$ cat src/hw/kt_pkg.sv
package kt_pkg;

  //////////////////////////////////////////////////
  // Board and tour sizes
  //////////////////////////////////////////////////
  localparam int board_dim = 5;   // Board is board_dim squares on a side
  localparam int tour_len  = 24;  // Moves in an open tour of the 5x5 board
  localparam int move_w    = 8;   // One bit per knight move direction

  localparam logic [move_w-1:0] move_first = 8'h01;  // First trial of every square
  localparam logic [move_w-1:0] move_last  = 8'h80;  // Last trial before backing up

  // Offsets of bit 0 to bit 7 of a one-hot move, in trial order
  localparam logic signed [2:0] move_x_off [move_w] =
    '{3'sd1, -3'sd1, -3'sd2, -3'sd2, -3'sd1, 3'sd1, 3'sd2, 3'sd2};
  localparam logic signed [2:0] move_y_off [move_w] =
    '{3'sd2, 3'sd2, 3'sd1, -3'sd1, -3'sd2, -3'sd2, -3'sd1, 3'sd1};

  // Compass headings of a leg command, north is +y and east is +x
  localparam logic [1:0] hdg_n = 2'd0;
  localparam logic [1:0] hdg_e = 2'd1;
  localparam logic [1:0] hdg_s = 2'd2;
  localparam logic [1:0] hdg_w = 2'd3;

  // Word addresses of the host registers
  localparam logic [1:0] reg_ctrl = 2'd0;
  localparam logic [1:0] reg_cmd  = 2'd1;
  localparam logic [1:0] reg_move = 2'd2;
  localparam logic [1:0] reg_pos  = 2'd3;

  //////////////////////////////////////////////////
  // Move decode helpers
  //////////////////////////////////////////////////
  function automatic logic signed [2:0] move_dx(input logic [move_w-1:0] mv);
    logic signed [2:0] d;
    d = '0;                              // No bit set gives no offset
    for (int i = 0; i < move_w; i++) begin
      if (mv[i]) d = move_x_off[i];
    end
    return d;
  endfunction

  function automatic logic signed [2:0] move_dy(input logic [move_w-1:0] mv);
    logic signed [2:0] d;
    d = '0;
    for (int i = 0; i < move_w; i++) begin
      if (mv[i]) d = move_y_off[i];
    end
    return d;
  endfunction

  // Moves that land on the board when taken from square (x, y)
  function automatic logic [move_w-1:0] legal_mask(input logic [2:0] x, input logic [2:0] y);
    logic signed [4:0] nx;
    logic signed [4:0] ny;
    logic [move_w-1:0] m;
    m = '0;
    for (int i = 0; i < move_w; i++) begin
      nx   = $signed({2'b00, x}) + move_x_off[i];  // Widened so a step off the edge goes negative
      ny   = $signed({2'b00, y}) + move_y_off[i];
      m[i] = (nx >= 0) && (nx < board_dim) && (ny >= 0) && (ny < board_dim);
    end
    return m;
  endfunction

  // Heading of the two-square leg, taken along the axis that moves by two
  function automatic logic [1:0] leg_long_hdg(input logic [move_w-1:0] mv);
    logic signed [2:0] dx;
    logic signed [2:0] dy;
    logic              x_long;
    dx     = move_dx(mv);
    dy     = move_dy(mv);
    x_long = (dx == 3'sd2) || (dx == -3'sd2);
    if (x_long) return (dx > 3'sd0) ? hdg_e : hdg_w;
    return (dy > 3'sd0) ? hdg_n : hdg_s;
  endfunction

  // Heading of the one-square leg along the other axis
  function automatic logic [1:0] leg_short_hdg(input logic [move_w-1:0] mv);
    logic signed [2:0] dx;
    logic signed [2:0] dy;
    logic              x_long;
    dx     = move_dx(mv);
    dy     = move_dy(mv);
    x_long = (dx == 3'sd2) || (dx == -3'sd2);
    if (x_long) return (dy > 3'sd0) ? hdg_n : hdg_s;
    return (dx > 3'sd0) ? hdg_e : hdg_w;
  endfunction

endpackage

$ cat src/hw/knights_tour_core.sv
`timescale 1ns/1ps

module knights_tour_core (
  input  logic        clk,
  input  logic        rst_n,
  input  logic        cyc,
  input  logic        stb,
  input  logic        we,
  input  logic [1:0]  adr,
  input  logic [31:0] dat_w,
  output logic [31:0] dat_r,
  output logic        ack
);

  import kt_pkg::*;

  // Solver control
  logic              go;
  logic [2:0]        x_start;
  logic [2:0]        y_start;
  logic              busy;
  logic              done;
  logic [4:0]        host_indx;
  logic [move_w-1:0] host_move;

  // Replay side
  logic [4:0]        rep_indx;
  logic [move_w-1:0] rep_move;
  logic              replay_start;
  logic              cmd_pop;
  logic              cmd_valid;
  logic [1:0]        cmd_hdg;
  logic [1:0]        cmd_sq;
  logic [4:0]        cmd_indx;
  logic              replay_busy;
  logic [2:0]        pos_x;
  logic [2:0]        pos_y;

  //////////////////////////////////////////////////
  // Host registers
  //////////////////////////////////////////////////
  kt_wb_regs u_regs (
    .clk          (clk),
    .rst_n        (rst_n),
    .cyc          (cyc),
    .stb          (stb),
    .we           (we),
    .adr          (adr),
    .dat_w        (dat_w),
    .dat_r        (dat_r),
    .ack          (ack),
    .go           (go),
    .x_start      (x_start),
    .y_start      (y_start),
    .busy         (busy),
    .done         (done),
    .host_indx    (host_indx),
    .host_move    (host_move),
    .replay_start (replay_start),
    .cmd_pop      (cmd_pop),
    .cmd_valid    (cmd_valid),
    .cmd_hdg      (cmd_hdg),
    .cmd_sq       (cmd_sq),
    .cmd_indx     (cmd_indx),
    .replay_busy  (replay_busy),
    .pos_x        (pos_x),
    .pos_y        (pos_y)
  );

  // Backtracking search
  tour_logic u_tour (
    .clk       (clk),
    .rst_n     (rst_n),
    .go        (go),
    .x_start   (x_start),
    .y_start   (y_start),
    .host_indx (host_indx),
    .rep_indx  (rep_indx),
    .busy      (busy),
    .done      (done),
    .host_move (host_move),
    .rep_move  (rep_move)
  );

  // Leg command generator, shares the start square latched at go
  tour_replay u_replay (
    .clk          (clk),
    .rst_n        (rst_n),
    .replay_start (replay_start),
    .x_start      (x_start),
    .y_start      (y_start),
    .cmd_pop      (cmd_pop),
    .rep_indx     (rep_indx),
    .rep_move     (rep_move),
    .cmd_valid    (cmd_valid),
    .cmd_hdg      (cmd_hdg),
    .cmd_sq       (cmd_sq),
    .cmd_indx     (cmd_indx),
    .replay_busy  (replay_busy),
    .pos_x        (pos_x),
    .pos_y        (pos_y)
  );

endmodule

$ cat src/hw/kt_wb_regs.sv
`timescale 1ns/1ps

module kt_wb_regs (
  input  logic                      clk,
  input  logic                      rst_n,
  input  logic                      cyc,
  input  logic                      stb,
  input  logic                      we,
  input  logic [1:0]                adr,
  input  logic [31:0]               dat_w,
  output logic [31:0]               dat_r,
  output logic                      ack,
  output logic                      go,
  output logic [2:0]                x_start,
  output logic [2:0]                y_start,
  input  logic                      busy,
  input  logic                      done,
  output logic [4:0]                host_indx,
  input  logic [kt_pkg::move_w-1:0] host_move,
  output logic                      replay_start,
  output logic                      cmd_pop,
  input  logic                      cmd_valid,
  input  logic [1:0]                cmd_hdg,
  input  logic [1:0]                cmd_sq,
  input  logic [4:0]                cmd_indx,
  input  logic                      replay_busy,
  input  logic [2:0]                pos_x,
  input  logic [2:0]                pos_y
);

  import kt_pkg::*;

  logic access;   // Request cycle, ack follows at the next edge
  logic wr_ctrl;
  logic go_ok;
  logic rep_ok;
  logic solved;   // A complete tour is held in the solver

  assign access  = cyc && stb && !ack;
  assign wr_ctrl = access && we && (adr == reg_ctrl);

  // Bit 8 asks for a solve, bit 9 for a replay
  assign go_ok  = wr_ctrl && dat_w[8] && !busy;
  assign rep_ok = wr_ctrl && dat_w[9] && solved && !replay_busy && !replay_start && !go_ok;

  //////////////////////////////////////////////////
  // Handshake, pulses and control flags
  //////////////////////////////////////////////////
  always_ff @(posedge clk or negedge rst_n) begin
    if (!rst_n) begin
      ack          <= 1'b0;
      go           <= 1'b0;
      replay_start <= 1'b0;
      cmd_pop      <= 1'b0;
      solved       <= 1'b0;
      x_start      <= '0;
      y_start      <= '0;
      host_indx    <= '0;
    end else begin
      ack          <= access;   // Exactly one cycle since access drops while ack is high
      go           <= go_ok;
      replay_start <= rep_ok;
      cmd_pop      <= access && !we && (adr == reg_cmd) && cmd_valid;  // Pops with its ack
      if (go_ok) begin
        x_start <= dat_w[2:0];
        y_start <= dat_w[5:3];
        solved  <= 1'b0;
      end else if (done) begin
        solved <= 1'b1;
      end
      if (access && we && (adr == reg_move))
        host_indx <= dat_w[4:0];
    end
  end

  //////////////////////////////////////////////////
  // Read data, captured with the request
  //////////////////////////////////////////////////
  always_ff @(posedge clk) begin
    if (access && !we) begin
      case (adr)
        reg_ctrl: dat_r <= {28'd0, replay_busy, cmd_valid, solved, busy};
        reg_cmd: begin
          if (cmd_valid)
            dat_r <= {22'd0, 1'b1, cmd_indx, cmd_sq, cmd_hdg};
          else
            dat_r <= '0;   // Empty slot reads as all zero with valid low
        end
        reg_move: dat_r <= {24'd0, host_move};
        default:  dat_r <= {26'd0, pos_y, pos_x};   // reg_pos
      endcase
    end
  end

endmodule

$ cat src/hw/tour_logic.sv
`timescale 1ns/1ps

module tour_logic (
  input  logic                      clk,
  input  logic                      rst_n,
  input  logic                      go,         // Start a new search from the given square
  input  logic [2:0]                x_start,
  input  logic [2:0]                y_start,
  input  logic [4:0]                host_indx,  // Move index read by the host registers
  input  logic [4:0]                rep_indx,   // Move index read by the replay unit
  output logic                      busy,
  output logic                      done,       // One cycle when the tour is complete
  output logic [kt_pkg::move_w-1:0] host_move,
  output logic [kt_pkg::move_w-1:0] rep_move
);

  import kt_pkg::*;

  typedef enum logic [2:0] {IDLE, INIT, POSSIBLE, MAKE_MOVE, BACKUP} state_t;

  //////////////////////////////////////////////////
  // Search state
  //////////////////////////////////////////////////
  logic [board_dim*board_dim-1:0] visited;        // One bit per square, set once the knight lands
  logic [move_w-1:0] last_move  [tour_len];       // Move taken from each index, the solution
  logic [move_w-1:0] poss_moves [tour_len];       // On-board moves from the square at each index
  logic [move_w-1:0] move_try;                    // One-hot move being tried now
  logic [4:0]        move_num;                    // Index of the move being searched
  logic [2:0]        xx;                          // Knight's current square
  logic [2:0]        yy;
  logic [2:0]        nxt_x;                       // Square reached by move_try
  logic [2:0]        nxt_y;
  logic [4:0]        cur_sq;
  logic [4:0]        nxt_sq;
  logic [move_w-1:0] prev_move;                   // Move that brought the knight here
  logic              move_ok;
  logic              last_step;

  state_t state;
  state_t state_nxt;

  // FSM strobes
  logic clr_board;   // Clear every square and load the start square
  logic init_pos;    // Mark the start square and restart the move count
  logic calc;        // Store the on-board moves of the current square
  logic advance;     // Record move_try and step onto its square
  logic next_try;    // Shift to the following trial move
  logic undo;        // Take back the last recorded move

  // Squares are numbered column by column with x selecting the column
  function automatic logic [4:0] sq_of(input logic [2:0] x, input logic [2:0] y);
    return ({2'b00, x} * 5'(board_dim)) + {2'b00, y};
  endfunction

  assign cur_sq    = sq_of(xx, yy);
  assign nxt_x     = xx + move_dx(move_try);          // Wraps off the board, masked below
  assign nxt_y     = yy + move_dy(move_try);
  assign nxt_sq    = sq_of(nxt_x, nxt_y);
  assign prev_move = last_move[move_num - 5'd1];
  assign last_step = (move_num == 5'(tour_len - 1));  // Recording this one finishes the tour

  // Mask first so an off-board square never looks at the visited bits
  assign move_ok = (|(poss_moves[move_num] & move_try)) && !visited[nxt_sq];

  assign busy      = (state != IDLE);
  assign host_move = last_move[host_indx];
  assign rep_move  = last_move[rep_indx];   // Plain combinational read for the replay

  //////////////////////////////////////////////////
  // Board and move stores
  //////////////////////////////////////////////////
  always_ff @(posedge clk) begin
    if (clr_board)
      visited <= '0;
    else if (init_pos)
      visited[cur_sq] <= 1'b1;   // Start square counts as visited
    else if (advance)
      visited[nxt_sq] <= 1'b1;
    else if (undo)
      visited[cur_sq] <= 1'b0;   // Leaving this square frees it again
  end

  always_ff @(posedge clk) begin
    if (calc)
      poss_moves[move_num] <= legal_mask(xx, yy);
  end

  always_ff @(posedge clk) begin
    if (advance)
      last_move[move_num] <= move_try;
  end

  // Position follows a recorded move forward or a taken-back move backward
  always_ff @(posedge clk) begin
    if (clr_board) begin
      xx <= x_start;
      yy <= y_start;
    end else if (advance) begin
      xx <= nxt_x;
      yy <= nxt_y;
    end else if (undo) begin
      xx <= xx - move_dx(prev_move);
      yy <= yy - move_dy(prev_move);
    end
  end

  always_ff @(posedge clk) begin
    if (init_pos)
      move_num <= '0;
    else if (advance && !last_step)
      move_num <= move_num + 5'd1;
    else if (undo)
      move_num <= move_num - 5'd1;
  end

  always_ff @(posedge clk) begin
    if (calc)
      move_try <= move_first;
    else if (next_try)
      move_try <= {move_try[move_w-2:0], 1'b0};
    else if (undo)
      move_try <= {prev_move[move_w-2:0], 1'b0};  // Resume after the move just taken back
  end

  //////////////////////////////////////////////////
  // Control FSM
  //////////////////////////////////////////////////
  always_ff @(posedge clk or negedge rst_n) begin
    if (!rst_n) begin
      state <= IDLE;
      done  <= 1'b0;
    end else begin
      state <= state_nxt;
      done  <= advance && last_step;  // Lines up with busy falling
    end
  end

  always_comb begin
    state_nxt = state;
    clr_board = 1'b0;
    init_pos  = 1'b0;
    calc      = 1'b0;
    advance   = 1'b0;
    next_try  = 1'b0;
    undo      = 1'b0;
    case (state)
      IDLE: begin
        if (go) begin
          clr_board = 1'b1;
          state_nxt = INIT;
        end
      end
      INIT: begin
        init_pos  = 1'b1;
        state_nxt = POSSIBLE;
      end
      POSSIBLE: begin
        calc      = 1'b1;   // Trial restarts at bit 0 on a fresh square
        state_nxt = MAKE_MOVE;
      end
      MAKE_MOVE: begin
        if (move_ok) begin
          advance   = 1'b1;
          state_nxt = last_step ? IDLE : POSSIBLE;
        end else if (move_try != move_last) begin
          next_try  = 1'b1;  // One cycle per rejected trial
        end else begin
          state_nxt = BACKUP;  // All eight used up here
        end
      end
      BACKUP: begin
        undo = 1'b1;
        // A previous move at the last trial has nothing left, keep unwinding
        if (prev_move != move_last)
          state_nxt = MAKE_MOVE;
      end
      default: state_nxt = IDLE;
    endcase
  end

endmodule

$ cat src/hw/tour_replay.sv
`timescale 1ns/1ps

module tour_replay (
  input  logic                      clk,
  input  logic                      rst_n,
  input  logic                      replay_start,  // Pulse that starts a walk over the tour
  input  logic [2:0]                x_start,
  input  logic [2:0]                y_start,
  input  logic                      cmd_pop,       // Host has taken the held command
  output logic [4:0]                rep_indx,
  input  logic [kt_pkg::move_w-1:0] rep_move,
  output logic                      cmd_valid,
  output logic [1:0]                cmd_hdg,
  output logic [1:0]                cmd_sq,
  output logic [4:0]                cmd_indx,
  output logic                      replay_busy,
  output logic [2:0]                pos_x,
  output logic [2:0]                pos_y
);

  import kt_pkg::*;

  logic [4:0] idx;       // Stored move being split into legs
  logic       phase;     // Low for the long leg, high for the short leg
  logic       all_sent;  // Every move has been turned into legs
  logic       load;      // Move the next leg into the holding register

  assign rep_indx = idx;
  assign all_sent = (idx == 5'(tour_len));

  // A pop in the same cycle frees the slot for the next leg right away
  assign load = replay_busy && !all_sent && (!cmd_valid || cmd_pop);

  //////////////////////////////////////////////////
  // Walk counter and square tracking
  //////////////////////////////////////////////////
  always_ff @(posedge clk or negedge rst_n) begin
    if (!rst_n) begin
      replay_busy <= 1'b0;
      cmd_valid   <= 1'b0;
      idx         <= '0;
      phase       <= 1'b0;
      pos_x       <= '0;
      pos_y       <= '0;
    end else if (replay_start) begin
      replay_busy <= 1'b1;
      idx         <= '0;
      phase       <= 1'b0;
      pos_x       <= x_start;   // Walk begins on the square the solve started from
      pos_y       <= y_start;
    end else begin
      if (load) begin
        cmd_valid <= 1'b1;
        phase     <= !phase;
        if (phase) begin
          idx   <= idx + 5'd1;
          pos_x <= pos_x + move_dx(rep_move);  // Knight has reached the move's target
          pos_y <= pos_y + move_dy(rep_move);
        end
      end else if (cmd_pop) begin
        cmd_valid <= 1'b0;
        if (all_sent)
          replay_busy <= 1'b0;   // Final short leg was just taken
      end
    end
  end

  // Holding register for one leg command
  always_ff @(posedge clk) begin
    if (load) begin
      cmd_hdg  <= phase ? leg_short_hdg(rep_move) : leg_long_hdg(rep_move);
      cmd_sq   <= phase ? 2'd1 : 2'd2;
      cmd_indx <= idx;
    end
  end

endmodule

$ cat config.mk
export PLATFORM = sky130hd
export DESIGN_NAME = knights_tour_core
export DESIGN_NICKNAME = d
export VERILOG_FILES = /design/src/hw/kt_pkg.sv /design/src/hw/knights_tour_core.sv /design/src/hw/kt_wb_regs.sv /design/src/hw/tour_logic.sv /design/src/hw/tour_replay.sv
export SDC_FILE = /design/constraint.sdc
export NUM_CORES = 1
export LEC_CHECK = 0
export CORE_UTILIZATION = 40
export CTS_CLUSTER_SIZE = 28
export DETAILED_ROUTE_END_ITERATION = 8
export DONT_BUFFER_PORTS = 1
export SYNTH_ARGS = -nofsm -noshare
export SYNTH_HDL_FRONTEND = slang
export SYNTH_SLANG_ARGS = --single-unit
$ cat constraint.sdc
create_clock -name clk -period 5.85 [get_ports clk]
set_input_delay 0.2925 -clock clk [delete_from_list [all_inputs] [get_ports clk]]
set_output_delay 0.2925 -clock clk [all_outputs]
set_load 0.1 [all_outputs]
==> run metrics <==
antenna fix cells=0; Total GRT Usage=0.216; final wirelength=68200 um; Critical Path End Type=register; area of the multi-input gates=10300 um^2; Hold Crit Class=in -> reg; DRC viols=0; Final Hold Slack=0.0142 ns; Crit Path Category=reg -> reg; most frequent cells in the layout=409 x edfxtp_1, 186 x mux4_2, 125 x nand2_1; clk buf depth=3; Post-DRT Antenna Nets=0; mux contribution to synthesized area=0.214; Tcrit/Tclk final=0.958; Yosys Warn Count=0; Num CTS Buffers=53; number of synthesized flops with an enable pin=409; total iterations of the first detailed-routing run=7; largest family of logic cells by synthesized area=multiplexers; layout cells sized above 1=0.219; commonest non-fill, non-tap cell in the layout=edfxtp_1; xor and xnor area share after synthesis=0.0119; leakage power=9.51 nW; post-synthesis async set-or-reset flop share=0.0700; vias in the first global route=15591; GRT overflow=0; Final #Nets=1822; Core Rows=91; synthesized area per cell=14.6 um^2; Worst EP required=6.08 ns; dominant synthesized flop cell=edfxtp_1; worst skew pair latency=0.64 ns; CTS Root Cell=clkbuf_16; Max Freq=178 MHz; mapped cell area=25000 um^2; Post-CTS Setup Bufs=0; initial antenna violation count=0; I/O pin cnt=72; Simple-Gate Fraction of Synth Area=0.0846; die height=252 um; Fin Setup TNS=0 ns; CTS tree=done; gp weighted congestion=0.930; total number of vias=15853; Final Slew Violations=0; area grow syn2layout=11.7%; clock slew at reported path FFs=0.06 ns; largest net degree at the start of global routing=46; Tightest Pin Transition=1.19 ns; Avg WL per Cell=26.1 um; core area=61700 um^2; Hold Fails Final Rpt=0; fillers=5403; Iter 0 DRT Violations=1687; number of clock sinks=486; Synth Area in Adders=0.0294; Yosys reg bits=486; DP HPWL=45400 um; Avg Vias per Cell=6.08; Final min period=5.61 ns; initial core utilization=0.406; Crit Path Max Fanout=25; RSZ-0062 raised after global routing=false; H-Tree Depth=2; first-pass GRT wire length=102000 um; Die X=252 um; Clock Skew=0.0478 ns; status=finished, final reports clean; Worst slew margin=0.204; CP Launch Type=register; setup violators final=0; Netlist cell types=84; input/output buffers=0; Worst EP arrival=5.84 ns; Max-Cap Viols=0; Seq/Total Area, Yosys=0.559; Synth Area in Compound Gates=0.0668; die area=63600 um^2; Syn Inst Count=1712; Max IR drop VDD=744 uV; area occupied by registers=14000 um^2; power per cell area=494 nW/um^2
-- cell families after synthesis --
group                      after synthesis
buffers and inverters                  177
AOI/OAI and AO/OA                      250
DFF                                    486
other                                    1
adders and majority gates               54
xor gates and xnor gates                31
and+or+nand+nor                        415
muxes                                  298
-- state kept, by name, summed over array words and instances, names as in the netlist, 2 cells and up, named ones only --
register	cells
u_regs.x_start	3
u_tour.xx	3
u_tour.yy	3
u_tour.visited	25
u_replay.cmd_sq	2
u_tour.state	3
u_replay.cmd_hdg	2
u_tour.move_try	8
u_regs.dat_r	10
u_replay.pos_x	3
u_replay.rep_indx	5
u_replay.pos_y	3
u_tour.poss_moves	192
u_regs.y_start	3
u_regs.host_indx	5
u_replay.cmd_indx	5
u_tour.last_move	192
u_tour.move_num	5
-- layout make-up --
class                      count  share of cell area
tap                          837              0.0375
clock buffer                  68              0.0513
multi-input combinational   1070               0.370
clock inverter                30              0.0116
sequential                   486               0.501
inverter                      38             0.00510
timing repair buffer          80              0.0238
-- metrics by stage --
stage / setup WS [ns] / std cells / cell area (um^2) / total power, mW / util
after floorplan: 0.254 / 1733 / 25100 / 8.56 / -
after detailed placement: 0.343 / 2489 / 26000 / 10.4 / 0.421
after global routing: 0.0148 / 2609 / 28000 / 14.4 / 0.453
after CTS: 0.276 / 2609 / 27900 / 13.8 / 0.453
final: 0.244 / 2609 / 28000 / 13.8 / 0.453
after global placement: 0.400 / 2489 / 26000 / 10.3 / 0.421
-- where the power goes --
group	leakage [nW]	total [mW]	internal [mW]	switching [mW]
clock network	0.842	3.35	1.93	1.43
registers	4.55	4.49	4.15	0.334
logic	4.11	5.96	2.31	3.65
total	9.51	13.8	8.39	5.41
-- worst max-delay path: stages, from the launching register on --
cell	delay [ns]
dfxtp_1	0.43
nor2_1	0.10
o21ai_0	0.09
nand2_1	0.10
a21oi_1	0.14
ha_1	0.16
inv_1	0.05
fa_1	0.39
xor2_1	0.38
xnor2_4	0.17
ha_1	0.25
ha_1	0.34
ha_1	0.31
a21o_1	0.18
a21oi_1	0.17
xnor2_1	0.14
xnor2_2	0.35
mux2i_4	0.34
nand2_2	0.10
nor2_4	0.13
buf_4	0.29
and3_1	0.57
-- per-layer routing --
layer,track usage,wire length [um],vias to the layer above
li1,-,-,6785
met1,0.299,28300,8154
met2,0.349,32700,804
met3,0.0414,5660,110
met4,0.0592,1610,0
met5,0,0,-
-- cell usage after synthesis (6+ instances only) --
master,instances,area share
mux2i_1,87,0.035
fa_1,8,0.0064
a22o_1,6,0.0021
buf_1,13,0.0019
clkbuf_1,55,0.0082
buf_2,37,0.0074
nor2_1,79,0.012
dfxtp_1,43,0.034
inv_1,37,0.0055
a221oi_1,22,0.0077
xnor2_1,14,0.0049
nand2_1,125,0.019
nor3b_1,10,0.0030
a211oi_1,7,0.0021
nand3_1,39,0.0078
buf_4,29,0.0087
nor3_1,21,0.0042
xor2_1,15,0.0052
a21o_1,8,0.0024
o21ai_0,58,0.012
o22ai_1,8,0.0020
a22oi_1,18,0.0054
nand4_1,9,0.0022
nand2b_1,17,0.0042
a21oi_1,62,0.012
mux2_2,22,0.0099
nor2b_1,13,0.0032
mux4_2,186,0.17
a31oi_1,7,0.0017
and2_1,7,0.0017
and3_1,54,0.013
dfrtp_1,34,0.034
ha_1,46,0.023
or2_2,6,0.0015
edfxtp_1,409,0.49
-- timing repair --
item,CTS,global route
endpoints found under the setup margin,0,8
hold buffers,22,0
endpoints found under the hold margin,57,0
gates resized for setup,0,1
-- path summary, 6_finish.rpt --
| check | from | to | slack [ns] | depth (start not counted) |
|---|---|---|---|---|
| worst max-delay path | u_tour.move_try[4]$_SDFFE_PP0P_ | u_tour.last_move[4][0]$_DFFE_PP_ | 0.24 | 21 |
| worst min-delay path | adr[1] | u_regs.dat_r[3]$_DFFE_PP_ | 0.01 | 2 |
| worst max register to register | u_tour.move_try[4]$_SDFFE_PP0P_ | u_tour.last_move[4][0]$_DFFE_PP_ | 0.24 | 21 |
| worst min register to register | u_tour.visited[0]$_SDFFE_PP0P_ | u_tour.visited[0]$_SDFFE_PP0P_ | 0.46 | 2 |
| max in group asynchronous | rst_n | u_replay.rep_indx[2]$_DFFE_PN0P_ | 5.48 | 2 |
| min in group asynchronous | rst_n | u_regs.go$_DFF_PN0_ | 0.13 | 2 |
No activity file was read; power rests on OpenSTA's default activity.
